$ cat config.mk
export PLATFORM = sky130hd
export DESIGN_NAME = doe_fsm_flat
export DESIGN_NICKNAME = d
export VERILOG_FILES = /design/src/hw/doe_pkg.sv /design/src/hw/doe_if.sv /design/src/hw/doe_fsm.sv /design/src/flat_wrapper.sv
export VERILOG_INCLUDE_DIRS = /design/src /design/src/include
export SDC_FILE = /design/constraint.sdc
export NUM_CORES = 1
export LEC_CHECK = 0
export ABC_CLOCK_PERIOD_IN_PS = 3480
export BUFFER_PORTS_ARGS = -buffer_cell sky130_fd_sc_hd__buf_2
export CAP_MARGIN = 5
export CORE_AREA = 2 2 422 424
export CTS_BUF_LIST = sky130_fd_sc_hd__clkbuf_16
export DETAILED_ROUTE_END_ITERATION = 8
export DIE_AREA = 0 0 424 426
export PLACE_DENSITY_LB_ADDON = 0.15
export SLEW_MARGIN = 5
export SYNTH_ARGS = -nofsm -noshare
export SYNTH_HDL_FRONTEND = slang
export SYNTH_SLANG_ARGS = --single-unit
$ cat constraint.sdc
create_clock -name clk -period 3.48 [get_ports clk]
set_input_delay 0.348 -clock clk [delete_from_list [all_inputs] [get_ports clk]]
set_output_delay 0.348 -clock clk [all_outputs]
set_load 0.05 [all_outputs]
$ cat src/include/doe_defines.svh
/* deobfuscation engine secret sizes, in dwords */
`ifndef DOE_DEFINES_SVH
`define DOE_DEFINES_SVH

`define OBF_UDS_DWORDS 16
`define OBF_FE_DWORDS 8

`endif
$ cat src/hw/doe_pkg.sv
/* deobfuscation engine package
   commands, key vault geometry and cipher round constants */
`include "doe_defines.svh"

package doe_pkg;

    // obfuscated secret sizes
    parameter int OBF_UDS_DWORDS = `OBF_UDS_DWORDS;
    parameter int OBF_FE_DWORDS = `OBF_FE_DWORDS;

    // client commands
    typedef enum logic [1:0] {
        DOE_IDLE_CMD = 2'b00,
        DOE_UDS = 2'b01,
        DOE_FE = 2'b10
    } doe_cmd_e;

    // key vault geometry
    parameter int KV_NUM_ENTRIES = 8;
    parameter int KV_ENTRY_ADDR_W = 3;
    parameter int KV_ENTRY_DWORDS = 16;
    parameter int KV_OFFSET_W = 4;

    // the cipher does this many rotate-and-xor rounds per block
    parameter int CIPHER_ROUNDS = 4;
    parameter int ROUND_ROT = 7;

endpackage

$ cat src/hw/doe_if.sv
/* key vault write interface and block cipher interface */
`timescale 1ns/1ns

interface kv_write_if;
    import doe_pkg::*;

    logic write_en;
    logic [KV_ENTRY_ADDR_W-1:0] write_entry;
    logic [KV_OFFSET_W-1:0] write_offset;
    logic [31:0] write_data;

    modport fsm (
        output write_en, write_entry, write_offset, write_data
    );

    modport vault (
        input write_en, write_entry, write_offset, write_data
    );
endinterface

interface doe_cipher_if #(
    parameter int SRC_WIDTH = 128,
    parameter int DEST_WIDTH = 128
);
    logic src_write_en;
    logic [SRC_WIDTH-1:0] src_write_data;
    logic init;
    logic next;
    logic init_done;
    logic dest_data_avail;
    logic [DEST_WIDTH-1:0] dest_data;

    modport fsm (
        output src_write_en, src_write_data, init, next,
        input init_done, dest_data_avail, dest_data
    );

    modport cipher (
        input src_write_en, src_write_data, init, next,
        output init_done, dest_data_avail, dest_data
    );
endinterface

$ cat src/hw/doe_fsm.sv
/* deobfuscation flow controller
   runs the obfuscated blocks through the cipher and writes results to the vault */
`timescale 1ns/1ns

module doe_fsm #(
    parameter int SRC_WIDTH = 128,
    parameter int DEST_WIDTH = 128
) (
    input logic clk,
    input logic rst_b,
    input logic hard_rst_b,
    input doe_pkg::doe_cmd_e cur_cmd,
    input logic [doe_pkg::KV_ENTRY_ADDR_W-1:0] cur_dest,
    input logic [doe_pkg::OBF_UDS_DWORDS*32-1:0] obf_uds_seed,
    input logic [doe_pkg::OBF_FE_DWORDS*32-1:0] obf_field_entropy,
    input logic zeroize,
    doe_cipher_if.fsm cph,
    kv_write_if.fsm kv,
    output logic flow_done,
    output logic flow_in_progress,
    output logic lock_uds,
    output logic lock_fe
);
    import doe_pkg::*;

    localparam int DEST_NUM_DWORDS = DEST_WIDTH / 32;
    localparam int DEST_OFFSET_W = $clog2(DEST_NUM_DWORDS);
    localparam int UDS_NUM_BLOCKS = OBF_UDS_DWORDS * 32 / SRC_WIDTH;
    localparam int FE_NUM_BLOCKS = OBF_FE_DWORDS * 32 / SRC_WIDTH;
    localparam int MAX_BLOCKS = (UDS_NUM_BLOCKS > FE_NUM_BLOCKS) ? UDS_NUM_BLOCKS : FE_NUM_BLOCKS;
    localparam int BLOCK_OFFSET_W = $clog2(MAX_BLOCKS);

    typedef enum logic [2:0] {
        IDLE,
        INIT,
        BLOCK,
        NEXT,
        WAIT,
        WRITE,
        DONE
    } doe_fsm_state_e;

    doe_fsm_state_e state_q, state_nxt;

    logic running_uds;
    logic running_fe;
    logic start;
    logic zeroize_hold;
    logic block_done;
    logic write_done;
    logic write_en;
    logic [BLOCK_OFFSET_W-1:0] block_offset, block_offset_nxt;
    logic [KV_OFFSET_W-1:0] wr_offset, wr_offset_nxt;
    logic [KV_ENTRY_ADDR_W-1:0] dest_entry;
    logic [DEST_OFFSET_W-1:0] swz_idx;
    logic [SRC_WIDTH-1:0] src_block;

    assign running_uds = (cur_cmd == DOE_UDS);
    assign running_fe = (cur_cmd == DOE_FE);
    assign flow_in_progress = running_uds || running_fe;

    // a locked flow never leaves IDLE
    assign start = (running_uds && !lock_uds) || (running_fe && !lock_fe);

    assign block_done = running_uds ? (block_offset == BLOCK_OFFSET_W'(UDS_NUM_BLOCKS - 1)) :
                                      (block_offset == BLOCK_OFFSET_W'(FE_NUM_BLOCKS - 1));
    assign write_done = (wr_offset[DEST_OFFSET_W-1:0] == DEST_OFFSET_W'(DEST_NUM_DWORDS - 1));

    // zeroize is a pulse, stretch it until the client issues a fresh command
    always_ff @(posedge clk or negedge rst_b) begin
        if (!rst_b) begin
            zeroize_hold <= 1'b0;
        end else if (zeroize) begin
            zeroize_hold <= 1'b1;
        end else if (flow_in_progress) begin
            zeroize_hold <= 1'b0;
        end
    end

    always_comb begin
        state_nxt = state_q;
        block_offset_nxt = block_offset;
        wr_offset_nxt = wr_offset;
        cph.init = 1'b0;
        cph.next = 1'b0;
        cph.src_write_en = 1'b0;
        write_en = 1'b0;
        flow_done = 1'b0;

        unique case (state_q)
            IDLE: begin
                if (start) begin
                    state_nxt = INIT;
                end
                flow_done = (running_uds && lock_uds) || (running_fe && lock_fe);
            end
            INIT: begin
                cph.init = 1'b1;
                state_nxt = WAIT;
            end
            BLOCK: begin
                cph.src_write_en = 1'b1;
                state_nxt = NEXT;
            end
            NEXT: begin
                cph.next = 1'b1;
                state_nxt = WAIT;
            end
            WAIT: begin
                // after init there is no result yet, so go fetch the first block
                if (cph.init_done && cph.dest_data_avail) begin
                    state_nxt = WRITE;
                end else if (cph.init_done) begin
                    state_nxt = BLOCK;
                end
            end
            WRITE: begin
                write_en = 1'b1;
                wr_offset_nxt = wr_offset + 1'b1;
                if (write_done && block_done) begin
                    state_nxt = DONE;
                end else if (write_done) begin
                    state_nxt = BLOCK;
                    block_offset_nxt = block_offset + 1'b1;
                end
            end
            DONE: begin
                flow_done = 1'b1;
                block_offset_nxt = '0;
                wr_offset_nxt = '0;
                state_nxt = IDLE;
            end
            default: begin
                state_nxt = IDLE;
            end
        endcase
    end

    always_ff @(posedge clk or negedge rst_b) begin
        if (!rst_b) begin
            state_q <= IDLE;
            block_offset <= '0;
            wr_offset <= '0;
        end else if (zeroize || zeroize_hold) begin
            state_q <= IDLE;
            block_offset <= '0;
            wr_offset <= '0;
        end else begin
            state_q <= state_nxt;
            block_offset <= block_offset_nxt;
            wr_offset <= wr_offset_nxt;
        end
    end

    always_ff @(posedge clk) begin
        if (state_q == IDLE && start) begin
            dest_entry <= cur_dest;
        end
    end

    always_comb begin
        if (running_uds) begin
            src_block = obf_uds_seed[block_offset*SRC_WIDTH +: SRC_WIDTH];
        end else if (running_fe) begin
            src_block = obf_field_entropy[block_offset*SRC_WIDTH +: SRC_WIDTH];
        end else begin
            src_block = '0;
        end
    end

    assign cph.src_write_data = src_block;

    // the cipher result is big endian, so its top dword goes to the lowest offset
    assign swz_idx = DEST_OFFSET_W'(DEST_NUM_DWORDS - 1) - wr_offset[DEST_OFFSET_W-1:0];

    assign kv.write_en = write_en;
    assign kv.write_entry = dest_entry;
    assign kv.write_offset = wr_offset;
    assign kv.write_data = write_en ? cph.dest_data[swz_idx*32 +: 32] : '0;

    // a completed flow stays locked until the next hard reset
    always_ff @(posedge clk or negedge hard_rst_b) begin
        if (!hard_rst_b) begin
            lock_uds <= 1'b0;
            lock_fe <= 1'b0;
        end else begin
            if (running_uds && flow_done) begin
                lock_uds <= 1'b1;
            end
            if (running_fe && flow_done) begin
                lock_fe <= 1'b1;
            end
        end
    end

endmodule

$ cat src/flat_wrapper.sv
// flat-port wrapper written by rule: the top's interface ports become plain ports
module doe_fsm_flat import doe_pkg::*;
#(
    parameter int SRC_WIDTH = 128,
    parameter int DEST_WIDTH = 128
)
  (clk, rst_b, hard_rst_b, cur_cmd, cur_dest, obf_uds_seed, obf_field_entropy, zeroize, flow_done, flow_in_progress, lock_uds, lock_fe, cph_src_write_en, cph_src_write_data, cph_init, cph_next, cph_init_done, cph_dest_data_avail, cph_dest_data, kv_write_en, kv_write_entry, kv_write_offset, kv_write_data);
  doe_cipher_if #(.SRC_WIDTH(SRC_WIDTH), .DEST_WIDTH(DEST_WIDTH)) cph_i ();
  kv_write_if kv_i ();
  input logic clk;
  input logic rst_b;
  input logic hard_rst_b;
  input doe_pkg::doe_cmd_e cur_cmd;
  input logic [doe_pkg::KV_ENTRY_ADDR_W-1:0] cur_dest;
  input logic [doe_pkg::OBF_UDS_DWORDS*32-1:0] obf_uds_seed;
  input logic [doe_pkg::OBF_FE_DWORDS*32-1:0] obf_field_entropy;
  input logic zeroize;
  output logic flow_done;
  output logic flow_in_progress;
  output logic lock_uds;
  output logic lock_fe;
  output wire logic [$bits(cph_i.src_write_en)-1:0] cph_src_write_en;
  output wire logic [$bits(cph_i.src_write_data)-1:0] cph_src_write_data;
  output wire logic [$bits(cph_i.init)-1:0] cph_init;
  output wire logic [$bits(cph_i.next)-1:0] cph_next;
  input wire logic [$bits(cph_i.init_done)-1:0] cph_init_done;
  input wire logic [$bits(cph_i.dest_data_avail)-1:0] cph_dest_data_avail;
  input wire logic [$bits(cph_i.dest_data)-1:0] cph_dest_data;
  output wire logic [$bits(kv_i.write_en)-1:0] kv_write_en;
  output wire logic [$bits(kv_i.write_entry)-1:0] kv_write_entry;
  output wire logic [$bits(kv_i.write_offset)-1:0] kv_write_offset;
  output wire logic [$bits(kv_i.write_data)-1:0] kv_write_data;
  assign cph_src_write_en = cph_i.src_write_en;
  assign cph_src_write_data = cph_i.src_write_data;
  assign cph_init = cph_i.init;
  assign cph_next = cph_i.next;
  assign cph_i.init_done = cph_init_done;
  assign cph_i.dest_data_avail = cph_dest_data_avail;
  assign cph_i.dest_data = cph_dest_data;
  assign kv_write_en = kv_i.write_en;
  assign kv_write_entry = kv_i.write_entry;
  assign kv_write_offset = kv_i.write_offset;
  assign kv_write_data = kv_i.write_data;
  doe_fsm #(.SRC_WIDTH(SRC_WIDTH), .DEST_WIDTH(DEST_WIDTH)) u_core (.clk(clk), .rst_b(rst_b), .hard_rst_b(hard_rst_b), .cur_cmd(cur_cmd), .cur_dest(cur_dest), .obf_uds_seed(obf_uds_seed), .obf_field_entropy(obf_field_entropy), .zeroize(zeroize), .cph(cph_i), .kv(kv_i), .flow_done(flow_done), .flow_in_progress(flow_in_progress), .lock_uds(lock_uds), .lock_fe(lock_fe));
endmodule
Word-level counts from Yosys, hierarchy flattened
Index checks and enable logic that the tools add are counted.
Storage, ports and cells
  memory bits (writable): 0
  memories: 0
  memory bits (read-only): 0
  output and inout bits: 175
  input bits: 907
  word-level logic and storage cells: 74
  bits in latches: 0
  bits in registers: 15
Cells by class
  multiplexer cells: 24
  add/sub/neg operators: 3
  bitwise logic cells: 0
  div/mod/pow operators: 0
  order comparisons: 0
  multipliers: 0
  equality and inequality tests: 16
  reduce and logical (&&, ||, !) cells: 21
  shifts and indexed selects: 3
Operators by type and width (count)
  indexed part select 512 x 10 -> 128 bit: 1
  2-to-1 mux 128 bit: 2
  indexed part select 256 x 10 -> 128 bit: 1
  indexed part select 128 x 8 -> 32 bit: 1
  2-to-1 mux 32 bit: 1
  2-to-1 mux 3 bit: 6
  one-hot mux 3 bit (5 select lines): 1
  equality test 3 bit, second input constant: 3
  logical AND 1 bit: 9
  one-hot mux 4 bit (2 select lines): 1
  2-to-1 mux 1 bit: 7
  equality test 2 bit, second input constant: 3
  equality test 3 x 2 -> 1 bit, second input constant: 2
  2-to-1 mux 2 bit: 3
  != test 3 x 1 -> 1 bit, second input constant: 2
  AND reduction 3 bit: 2
  adder 4 x 1 -> 4 bit, second input constant: 1
  equality test 2 x 1 -> 1 bit, second input constant: 2
  logical OR 1 bit: 4
  2-to-1 mux 4 bit: 1
  != test 4 x 1 -> 1 bit, second input constant: 1
  != test 4 x 2 -> 1 bit, second input constant: 1
  one-hot mux 2 bit (2 select lines): 1
  equality test 3 x 1 -> 1 bit, second input constant: 1
  other kinds (9): 10

Depth between registers and ports, before layout
Gate-level depths: netlist of run 1.
  depth in word-level cells: 6
  depth in mapped cells: 8
  mapped depth without buffers: 5

Worst setup path after synthesis of run 1
No wires, ideal clock.
  path type: input-to-output
  from: in cur_cmd[1]
  to: out cph_src_write_data[37]
  cell stages on the path: 8
  slack: 0.814 ns
  buffers on the path: 3
  required time: 3.132 ns
  arrival time: 2.318 ns
  cells stage by stage: inv_1 ha_1 buf_2 nor2_1 nand2_1 clkbuf_1 clkbuf_1 o21ai_0
Between the ends
  longest elaborated chain between the ends: 3
  elaborated cells on any way between the ends: 4
  those cells by class: eq/ne (2); mux (2)
RTL lines
  from (decl): RTL line flat_wrapper.sv:13  | input doe_pkg::doe_cmd_e cur_cmd;
  equality test 2 bit: RTL line doe_fsm.sv:59  | assign running_fe = (cur_cmd == DOE_FE);
  2-to-1 mux 128 bit: RTL line doe_fsm.sv:164  | end else if (running_fe) begin
  2-to-1 mux 128 bit (*): RTL line doe_fsm.sv:162  | if (running_uds) begin
  to (decl): RTL line flat_wrapper.sv:23  | output wire logic [$bits(cph_i.src_write_data)-1:0] cph_src_write_data;
Every way passes the cells marked *; elsewhere a longest branch is shown, timed or not.

Final worst setup path of run 1
  from: reg u_core.block_offset[0]
  to: out cph_src_write_data[36]
Between the ends
  longest elaborated chain between the ends: 3
  elaborated cells on any way between the ends: 4
  those cells by class: shift (2); mux (2)
RTL lines
  from (decl): RTL line doe_fsm.sv:52  | logic [BLOCK_OFFSET_W-1:0] block_offset, block_offset_nxt;
  from (signal assigned): RTL line doe_fsm.sv:150  | block_offset <= block_offset_nxt;
  indexed part select 256 x 10 -> 128 bit: RTL line doe_fsm.sv:165  | src_block = obf_field_entropy[block_offset*SRC_WIDTH +: SRC_WIDTH];
  2-to-1 mux 128 bit: RTL line doe_fsm.sv:164
  2-to-1 mux 128 bit (*): RTL line doe_fsm.sv:162
Marks and branches as above.

==> results of run 1 <==
-- area by class of cell --
class	count	area (sq um)
clock inverter	1	5.00
inverter	7	26.3
sequential	15	399
antenna	24	60.1
fill	20800	160000
tap	2340	2930
clock buffer	3	75.1
timing repair buffer	1111	5820
multi-input combinational	636	6620
-- Yosys cell counts, types with 3 or more instances --
library cell    n  area share
a21oi_1         5      0.0033
and2_1         33       0.027
buf_1           3      0.0015
buf_2          23       0.015
buf_4          17       0.017
buf_6          10       0.015
clkbuf_1       34       0.017
dfrtp_1        12       0.040
edfxtp_1        3       0.012
ha_1            3      0.0050
inv_1           6      0.0030
mux2i_1       130        0.17
mux4_2        160        0.48
nand2_1       134       0.067
nand2b_1        4      0.0033
nand3b_1        3      0.0030
nor2_1          8      0.0040
o21ai_0        51       0.034
o21ai_1        80       0.053
-- worst max-delay path, stage by stage, from the launching register on --
cell	delay, ps
dfrtp_4	710
buf_4	540
mux4_2	630
nand2_1	160
o21ai_0	140
buf_2	230
-- stage by stage --
step	cells	utilization	hold WS (ps)	setup WS (ps)	cell area, sq um
2_1_floorplan	745	-	52.4	814	7510
3_3_place_gp	4107	0.0897	140	591	15800
3_5_place_dp	4107	0.0897	140	575	15800
4_1_cts	4113	0.0903	265	292	15900
5_1_grt	4126	0.0905	266	271	15900
6_report	4137	0.0906	270	417	15900
-- kinds of logic after synthesis --
| group | Yosys count | share of synthesized area |
|---|---|---|
| compound gates | 146 | 0.102 |
| simple gates | 194 | 0.115 |
| buf+inv | 94 | 0.0693 |
| flops | 15 | 0.0520 |
| xor+xnor | 3 | 0.00350 |
| mux | 290 | 0.653 |
| fa+ha+maj | 3 | 0.00500 |
-- power groups by stage --
stage | Combinational [mW] | Sequential [mW] | Clock (mW)
3_5_place_dp | 1.70 | 0.223 | 0
4_1_cts | 1.71 | 0.220 | 0.247
5_1_grt | 1.78 | 0.223 | 0.251
2_1_floorplan | 0.717 | 0.269 | 0
6_report | 1.68 | 0.219 | 0.236
3_3_place_gp | 1.71 | 0.224 | 0
-- metal layers --
| metal | wire [um] | global-route usage | vias up | part of all wire |
|---|---|---|---|---|
| met5 | 498 | 0 | - | 0.0049 |
| met4 | 2160 | 0.0184 | 78 | 0.021 |
| met3 | 9120 | 0.0368 | 214 | 0.089 |
| met2 | 51800 | 0.188 | 653 | 0.51 |
| met1 | 38900 | 0.124 | 5632 | 0.38 |
| li1 | - | - | 5030 | - |
-- sequential cells by signal, indices dropped and copies added (netlist names) --
signal,count
u_core.zeroize_hold,1
u_core.lock_fe,1
u_core.kv.write_offset,4
u_core.lock_uds,1
u_core.kv.write_entry,3
u_core.block_offset,2
u_core.state_q,3
-- worst min-delay path by stage --
stage	end
after floorplan	u_core.block_offset[0]
after global placement	u_core.lock_uds
after detailed placement	u_core.lock_uds
after CTS	u_core.kv.write_entry[1]
after global routing	u_core.kv.write_entry[0]
final	u_core.kv.write_entry[1]
-- timing repair --
item                                   in CTS  in global routing
setup endpoints to repair                   0                  0
buffers inserted                            0                  0
endpoints found under the hold margin      12                  0
hold buffers                                2                  0
==> results.sh, run 1 <==
export IMPL_run_status="finished, final reports clean"
export IMPL_num_rows=154
export IMPL_report_power_total_mw=2.14
export IMPL_detail_route_iter0_violations=542
export IMPL_top_level_ports=1082
export IMPL_critical_path_required_ps=3130
export IMPL_largest_voltage_drop_on_the_vdd_net_uv=126
export IMPL_worstHoldPathType="input pin to register"
export IMPL_final_hold_violation_count=0
export IMPL_clk_path_buf_depth=2
export IMPL_min_period_ps=3060
export IMPL_grt_remaining_overflow=0
export IMPL_flow_area_growth_from_synthesis_pct=112
export IMPL_worst_slew_margin_rel=0.449
export IMPL_netSwitchingFraction=0.523
export IMPL_io_buffer_count=1081
export IMPL_dr_pass1_iters=5
export IMPL_synth_edf_count=3
export IMPL_die_area_sq_um=181000
export IMPL_hold_start="cur_dest[1]"
export IMPL_post_synth_inst_count=745
export IMPL_wirelength_um=102000
export IMPL_post_synthesis_average_cell_area_sq_um=10.1
export IMPL_cts_buffers_inserted=3
export IMPL_vias_per_cell=2.81
export IMPL_power_density_nw_per_um2=134
export IMPL_vias_in_the_first_global_route=11800
export IMPL_die_h_um=426
export IMPL_yosys_warnings=0
export IMPL_final_net_count=2684
export IMPL_setup_viol=0
export IMPL_power_leakage_nw=6.49
export IMPL_gpl_final_weighted_congestion=0.905
export IMPL_drt_antenna_violating_nets=0
export IMPL_net_load_switching_power_mw=1.12
export IMPL_grt_usage=0.106
export IMPL_timing_critical_path_fanout_max=28
export IMPL_dieWidth_um=424
export IMPL_hold_path_cell_count=1
export IMPL_fmax_mhz=326
export IMPL_asyncSetResetFlopFracSynth=0.800
export IMPL_cap_violations=0
export IMPL_crit_path_end="cph_src_write_data[36]"
export IMPL_power_sequential_fraction=0.103
export IMPL_cts_htree_levels=1
export IMPL_grt_start_max_net_pins=62
export IMPL_tightest_slew_ps=826
export IMPL_drcViolationCount=0
export IMPL_p_comb_frac=0.787
export IMPL_drive_above_1_share=0.721
export IMPL_reg2reg_from="u_core.state_q[1]"
export IMPL_dr_total_vias=11600
export IMPL_layout_worst_path_cycle_share=0.880
export IMPL_synth_cell_type_count=40
export IMPL_slew_violations=0
export IMPL_regToRegSetupSlack_ps=1640
export IMPL_initial_core_utilization=0.0427
export IMPL_layout_common_cells="1081 x buf_2, 160 x mux4_2, 133 x nand2_1"
export IMPL_drt_wirelength_per_cell_um=24.8
export IMPL_setup_tns_ps=0
export IMPL_worst_setup_path_type="register to output port"
export IMPL_resized_cells_post_cts=0
export IMPL_endpoint_kind="output port"
export IMPL_reg2reg_depth=5
export IMPL_r2r_end="u_core.block_offset[1]"
export IMPL_final_setup_skew_ps=1.65
export IMPL_rsz0062_at_grt="false"
export IMPL_synth_seq_area_share=0.0520
export IMPL_layout_cells_most_common="buf_2"
export IMPL_postSynth_topFlopCell="dfrtp_1"
export IMPL_cellInternalPower_mw=1.02
export IMPL_critical_path_startpoint_type="register"
export IMPL_critical_path_arrival_ps=2710
export IMPL_cts_tree="built"
export IMPL_antenna_found_initial=128
export IMPL_buffer_type_at_the_clock_tree_root="clkbuf_16"
export IMPL_crit_start="u_core.block_offset[0]"
export IMPL_pwr_share_clk=0.111
export IMPL_synth_cell_area_sq_um=7510
export IMPL_postSynthNetCount=1655
export IMPL_clock_insertion_delay_worst_skew_ps=250
export IMPL_detail_placement_hpwl_um=93300
export IMPL_clock_sinks=15
export IMPL_cts_reportedPaths_clkPinSlew_ps=50
export IMPL_coreArea_sq_um=176000
export IMPL_ys_ff_latch=15
export IMPL_grt_pass1_wl_um=126000
(Power assumes the default switching activity.)
==> run 2: changes to the inputs <==
MAX_ROUTING_LAYER = met4   (was unset)
==> run 2 against run 1 <==
Sequential power fell by 2%. Design area is 0.20% higher. Maximum frequency increased by 1.6%. Clock skew rose by 1.4 ps. Largest power group unchanged. Global-route usage rose by 0.22 points. Routed wire length is 1.2% lower.
==> results.sh, run 2 (synthesis gave the netlist of run 1 again) <==
export IMPL_worst_setup_path_type="register to output port"
export IMPL_n_fill_cell=20700
export IMPL_worstHoldPathType="input pin to register"
export IMPL_initial_core_utilization=0.0427
export IMPL_power_leakage_nw=6.49
export IMPL_r2r_end="u_core.block_offset[1]"
export IMPL_dpl_instance_area_sq_um=15800
export IMPL_antenna_found_initial=127
export IMPL_cts_htree_levels=1
export IMPL_resized_cells_post_cts=0
export IMPL_path_cells="buf_12 > mux4_2 > nand2_1 > o21ai_0 > buf_2"
export IMPL_critical_path_required_ps=3130
export IMPL_vias_in_the_first_global_route=11700
export IMPL_tightest_slew_ps=799
export IMPL_p_comb_frac=0.788
export IMPL_slew_violations=0
export IMPL_netSwitchingFraction=0.526
export IMPL_gpl_final_weighted_congestion=0.864
export IMPL_layout_worst_path_cycle_share=0.866
export IMPL_top_level_ports=1082
export IMPL_vias_per_cell=2.74
export IMPL_final_net_count=2685
export IMPL_grt_pass1_wl_um=125000
export IMPL_min_period_ps=3020
export IMPL_clk_path_buf_depth=2
export IMPL_power_sequential_fraction=0.101
export IMPL_reg2reg_depth=5
export IMPL_cpLargestDelayFamily="flip-flops"
export IMPL_run_status="finished, final reports clean"
export IMPL_final_hold_violation_count=0
export IMPL_largest_voltage_drop_on_the_vdd_net_uv=123
export IMPL_detail_route_iter0_violations=521
export IMPL_grt_remaining_overflow=0
export IMPL_critical_path_arrival_ps=2670
export IMPL_clock_sinks=15
export IMPL_drt_antenna_violating_nets=0
export IMPL_power_density_nw_per_um2=134
export IMPL_flow_area_growth_from_synthesis_pct=113
export IMPL_cts_tree="built"
export IMPL_cap_violations=0
export IMPL_cts_buffers_inserted=3
export IMPL_die_h_um=426
export IMPL_endpoint_kind="output port"
export IMPL_die_area_sq_um=181000
export IMPL_rsz0062_at_grt="false"
export IMPL_reg2reg_from="u_core.state_q[1]"
export IMPL_drt_wirelength_per_cell_um=24.4
export IMPL_worst_slew_margin_rel=0.464
export IMPL_hold_path_endpoint="u_core.kv.write_entry[1]"
export IMPL_final_cell_area_excluding_filler_cells_sq_um=16000
export IMPL_setup_viol=0
export IMPL_detail_placement_hpwl_um=92400
export IMPL_net_load_switching_power_mw=1.13
export IMPL_drive_above_1_share=0.721
export IMPL_layout_cells_most_common="buf_2"
export IMPL_final_setup_skew_ps=3.04
export IMPL_setup_tns_ps=0
export IMPL_wirelength_um=101000
export IMPL_pwr_share_clk=0.111
export IMPL_cts_reportedPaths_clkPinSlew_ps=60
export IMPL_critPathMaxStageDelay_ps=750
export IMPL_buffer_type_at_the_clock_tree_root="clkbuf_16"
export IMPL_num_rows=154
export IMPL_crit_start="u_core.block_offset[0]"
export IMPL_worstPathBufferInverterCount=2
export IMPL_drcViolationCount=0
export IMPL_cell_at_the_slowest_stage_of_the_critical_path="dfrtp_4"
export IMPL_critical_path_startpoint_type="register"
export IMPL_timing_critical_path_fanout_max=45
export IMPL_coreArea_sq_um=176000
export IMPL_grt_start_max_net_pins=70
export IMPL_layout_common_cells="1081 x buf_2, 160 x mux4_2, 133 x nand2_1"
export IMPL_cellInternalPower_mw=1.02
export IMPL_dr_pass1_iters=4
export IMPL_hold_path_cell_count=1
export IMPL_clock_insertion_delay_worst_skew_ps=250
export IMPL_dieWidth_um=424
export IMPL_whs_ps=267
export IMPL_hold_start="cur_dest[1]"
export IMPL_fmax_mhz=332
export IMPL_dr_total_vias=11400
export IMPL_io_buffer_count=1081
export IMPL_largest_reg_flops=4
export IMPL_grt_usage=0.108
export IMPL_regToRegSetupSlack_ps=1260
run 2: worst max path at each step:
| stage | endpoint | slack (ps) | cells past startpoint |
|---|---|---|---|
| final | cph_src_write_data[39] | 460 | 5 |
| after floorplan | cph_src_write_data[37] | 810 | 8 |
| after global routing | cph_src_write_data[124] | 270 | 5 |
| after detailed placement | cph_src_write_data[124] | 530 | 5 |
| after global placement | cph_src_write_data[124] | 530 | 5 |
| after CTS | cph_src_write_data[124] | 250 | 5 |
run 2: stage by stage:
step	util	worst slack, ps	power (mW)	cells
2_1_floorplan	-	814	0.987	745
3_3_place_gp	0.0897	529	1.94	4108
3_5_place_dp	0.0897	531	1.93	4108
4_1_cts	0.0903	246	2.18	4114
5_1_grt	0.0907	269	2.27	4148
6_report	0.0908	465	2.14	4153
run 2: repair_timing:
action / CTS / global route
hold buffers: 2 / 0
hold endpoints to repair: 12 / 0
buffers inserted: 0 / 0
setup endpoints to repair: 0 / 0
run 2: power by group through the flow:
stage          Sequential, mW  Clock (mW)  Combinational (mW)
2_1_floorplan           0.269           0               0.717
3_5_place_dp            0.219           0                1.71
6_report                0.215       0.238                1.69
4_1_cts                 0.216       0.253                1.71
3_3_place_gp            0.219           0                1.72
5_1_grt                 0.217       0.258                1.79
run 2: layer usage:
layer / GRT usage / vias up / wire length [um]
met1: 0.127 / 5584 / 40700
met4: 0.0148 / 0 / 1780
met3: 0.0247 / 148 / 6470
li1: - / 5060 / -
met2: 0.191 / 606 / 52300
met5: - / - / 0
run 2: cell type report:
type | count | area, sq um | share of cell area
Multi-Input combinational cell | 636 | 6620 | 0.415
Tap cell | 2340 | 2930 | 0.183
Sequential cell | 15 | 399 | 0.0250
Antenna cell | 39 | 97.6 | 0.00612
Clock buffer | 3 | 75.1 | 0.00470
Timing Repair Buffer | 1112 | 5810 | 0.364
Clock inverter | 1 | 3.75 | 0.000235
Inverter | 7 | 26.3 | 0.00165
==> run 3: changes to the inputs <==
CELL_PAD_IN_SITES_DETAIL_PLACEMENT = 1   (was unset)
CELL_PAD_IN_SITES_GLOBAL_PLACEMENT = 1   (was unset)
CORE_AREA = 2 2 424 426   (was 2 2 422 424)
DIE_AREA = 0 0 426 428   (was 0 0 424 426)
==> run 3 against run 2 <==
Utilization is essentially flat. Power decreased by 0.36%. First-iteration DRC count is 34% lower. Routed wire length grew 0.29%. Global-route usage about the same. Clock skew rose by 3.6 ps. Flip-flop and latch count did not move. Largest cell class unchanged.
==> results.sh, run 3 (synthesis gave the netlist of run 1 again) <==
export IMPL_die_area_sq_um=182000
export IMPL_highest_layer="met4"
export IMPL_timing_critical_path_fanout_max=22
export IMPL_reg2reg_depth=5
export IMPL_cap_violations=0
export IMPL_cell_at_the_slowest_stage_of_the_critical_path="dfrtp_4"
export IMPL_layout_worst_path_cycle_share=0.852
export IMPL_final_cell_count_no_fill=4212
export IMPL_report_power_total_mw=2.13
export IMPL_dpl_instance_area_sq_um=15900
export IMPL_wirelength_met1_um=38500
export IMPL_drive_above_1_share=0.725
export IMPL_path_cells="buf_4 > mux4_2 > nand2_1 > o21ai_0 > buf_2"
export IMPL_dr_total_vias=11400
export IMPL_net_load_switching_power_mw=1.12
export IMPL_hold_path_endpoint="u_core.kv.write_entry[1]"
export IMPL_buffer_type_at_the_clock_tree_root="clkbuf_16"
export IMPL_coreArea_sq_um=178000
export IMPL_resized_cells_post_cts=0
export IMPL_critical_path_required_ps=3130
export IMPL_n_fill_cell=21500
export IMPL_placed_instance_count=4141
export IMPL_layout_common_cells="1081 x buf_2, 160 x mux4_2, 133 x nand2_1"
export IMPL_final_cell_area_excluding_filler_cells_sq_um=16200
export IMPL_layout_cells_most_common="buf_2"
export IMPL_run_status="finished, final reports clean"
export IMPL_slew_violations=0
export IMPL_cpLargestDelayFamily="flip-flops"
export IMPL_worst_setup_path_type="register to output port"
export IMPL_dr_pass1_iters=4
export IMPL_multi_input_area_sq_um=6620
export IMPL_reg2reg_from="u_core.kv.write_offset[1]"
export IMPL_cts_htree_levels=1
export IMPL_cts_reportedPaths_clkPinSlew_ps=60
export IMPL_largest_reg_flops=4
export IMPL_whs_ps=275
export IMPL_min_period_ps=2960
export IMPL_regToRegSetupSlack_ps=1410
export IMPL_setup_tns_ps=0
export IMPL_fmax_mhz=337
export IMPL_top_level_ports=1082
export IMPL_vias_in_the_first_global_route=12600
export IMPL_hold_path_cell_count=1
export IMPL_largest_voltage_drop_on_the_vdd_net_uv=177
export IMPL_clock_insertion_delay_worst_skew_ps=250
export IMPL_p_comb_frac=0.784
export IMPL_grt_pass1_wl_um=128000
export IMPL_initial_core_utilization=0.0423
export IMPL_clock_sinks=15
export IMPL_power_leakage_nw=6.59
export IMPL_wirelength_um=102000
export IMPL_grt_usage=0.109
export IMPL_rsz0062_at_grt="false"
export IMPL_detail_route_iter0_violations=345
export IMPL_pwr_share_clk=0.112
export IMPL_dieWidth_um=426
export IMPL_hold_start="cur_dest[1]"
export IMPL_postCtsHoldBufs=2
export IMPL_flow_area_growth_from_synthesis_pct=116
export IMPL_critPathMaxStageDelay_ps=810
export IMPL_final_net_count=2703
export IMPL_post_cts_setup_buffers=0
export IMPL_worstPathBufferInverterCount=2
export IMPL_critical_path_startpoint_type="register"
export IMPL_setup_slack_of_the_critical_path_after_layout_ps=515
export IMPL_cellInternalPower_mw=1.02
export IMPL_worstHoldPathType="input pin to register"
export IMPL_grt_remaining_overflow=0
export IMPL_drcViolationCount=0
export IMPL_vias_per_cell=2.72
export IMPL_critical_path_arrival_ps=2620
export IMPL_gpl_final_weighted_congestion=0.870
export IMPL_cts_tree="built"
export IMPL_io_buffer_count=1081
export IMPL_drt_antenna_violating_nets=0
export IMPL_antenna_found_initial=111
export IMPL_met2_wirelength_um=53500
export IMPL_detail_placement_hpwl_um=93100
export IMPL_power_density_nw_per_um2=132
export IMPL_dr_wl_met3_um=7880
export IMPL_cts_buffers_inserted=3
export IMPL_clk_path_buf_depth=2
export IMPL_die_h_um=428
export IMPL_num_rows=155
export IMPL_drt_wirelength_per_cell_um=24.1
export IMPL_setup_viol=0
export IMPL_worst_slew_margin_rel=0.490
export IMPL_dp_worst_setup_slack_ps=756
export IMPL_seqCellArea_sq_um=400
export IMPL_tightest_slew_ps=757
export IMPL_endpoint_kind="output port"
export IMPL_grt_start_max_net_pins=76
export IMPL_finalCoreUtilization=0.0912
export IMPL_power_sequential_fraction=0.103
export IMPL_final_hold_violation_count=0
export IMPL_r2r_end="u_core.block_offset[0]"
export IMPL_final_setup_skew_ps=6.62
export IMPL_netSwitchingFraction=0.523
run 3: power by group through the flow:
| stage | Sequential [mW] | Combinational [mW] | Clock (mW) |
|---|---|---|---|
| after floorplan | 0.269 | 0.717 | 0 |
| after global placement | 0.224 | 1.71 | 0 |
| after detailed placement | 0.223 | 1.71 | 0 |
| after CTS | 0.220 | 1.72 | 0.255 |
| after global routing | 0.223 | 1.79 | 0.261 |
| final | 0.220 | 1.67 | 0.240 |
run 3: how the worst max path moves through the flow:
| stage | endpoint | depth (start not counted) | startpoint |
|---|---|---|---|
| floorplan | cph_src_write_data[37] | 8 | cur_cmd[1] |
| finish | cph_src_write_data[121] | 5 | u_core.block_offset[0] |
| global route | cph_src_write_data[121] | 5 | u_core.block_offset[0] |
| global placement | cph_src_write_data[36] | 5 | u_core.block_offset[0] |
| detailed placement | cph_src_write_data[36] | 5 | u_core.block_offset[0] |
| CTS | cph_src_write_data[36] | 5 | u_core.block_offset[0] |
run 3: layout make-up:
class	instances	area share
antenna	65	0.0100
clock buffer	3	0.00464
clock inverter	1	0.000309
inverter	7	0.00162
multi-input combinational	636	0.409
sequential	15	0.0247
tap	2355	0.182
timing repair buffer	1130	0.368
run 3: per-layer routing:
layer,GRT usage,vias to the layer above
li1,-,5133
met1,0.116,5626
met2,0.198,587
met3,0.0335,92
met4,0.0156,0
met5,-,-
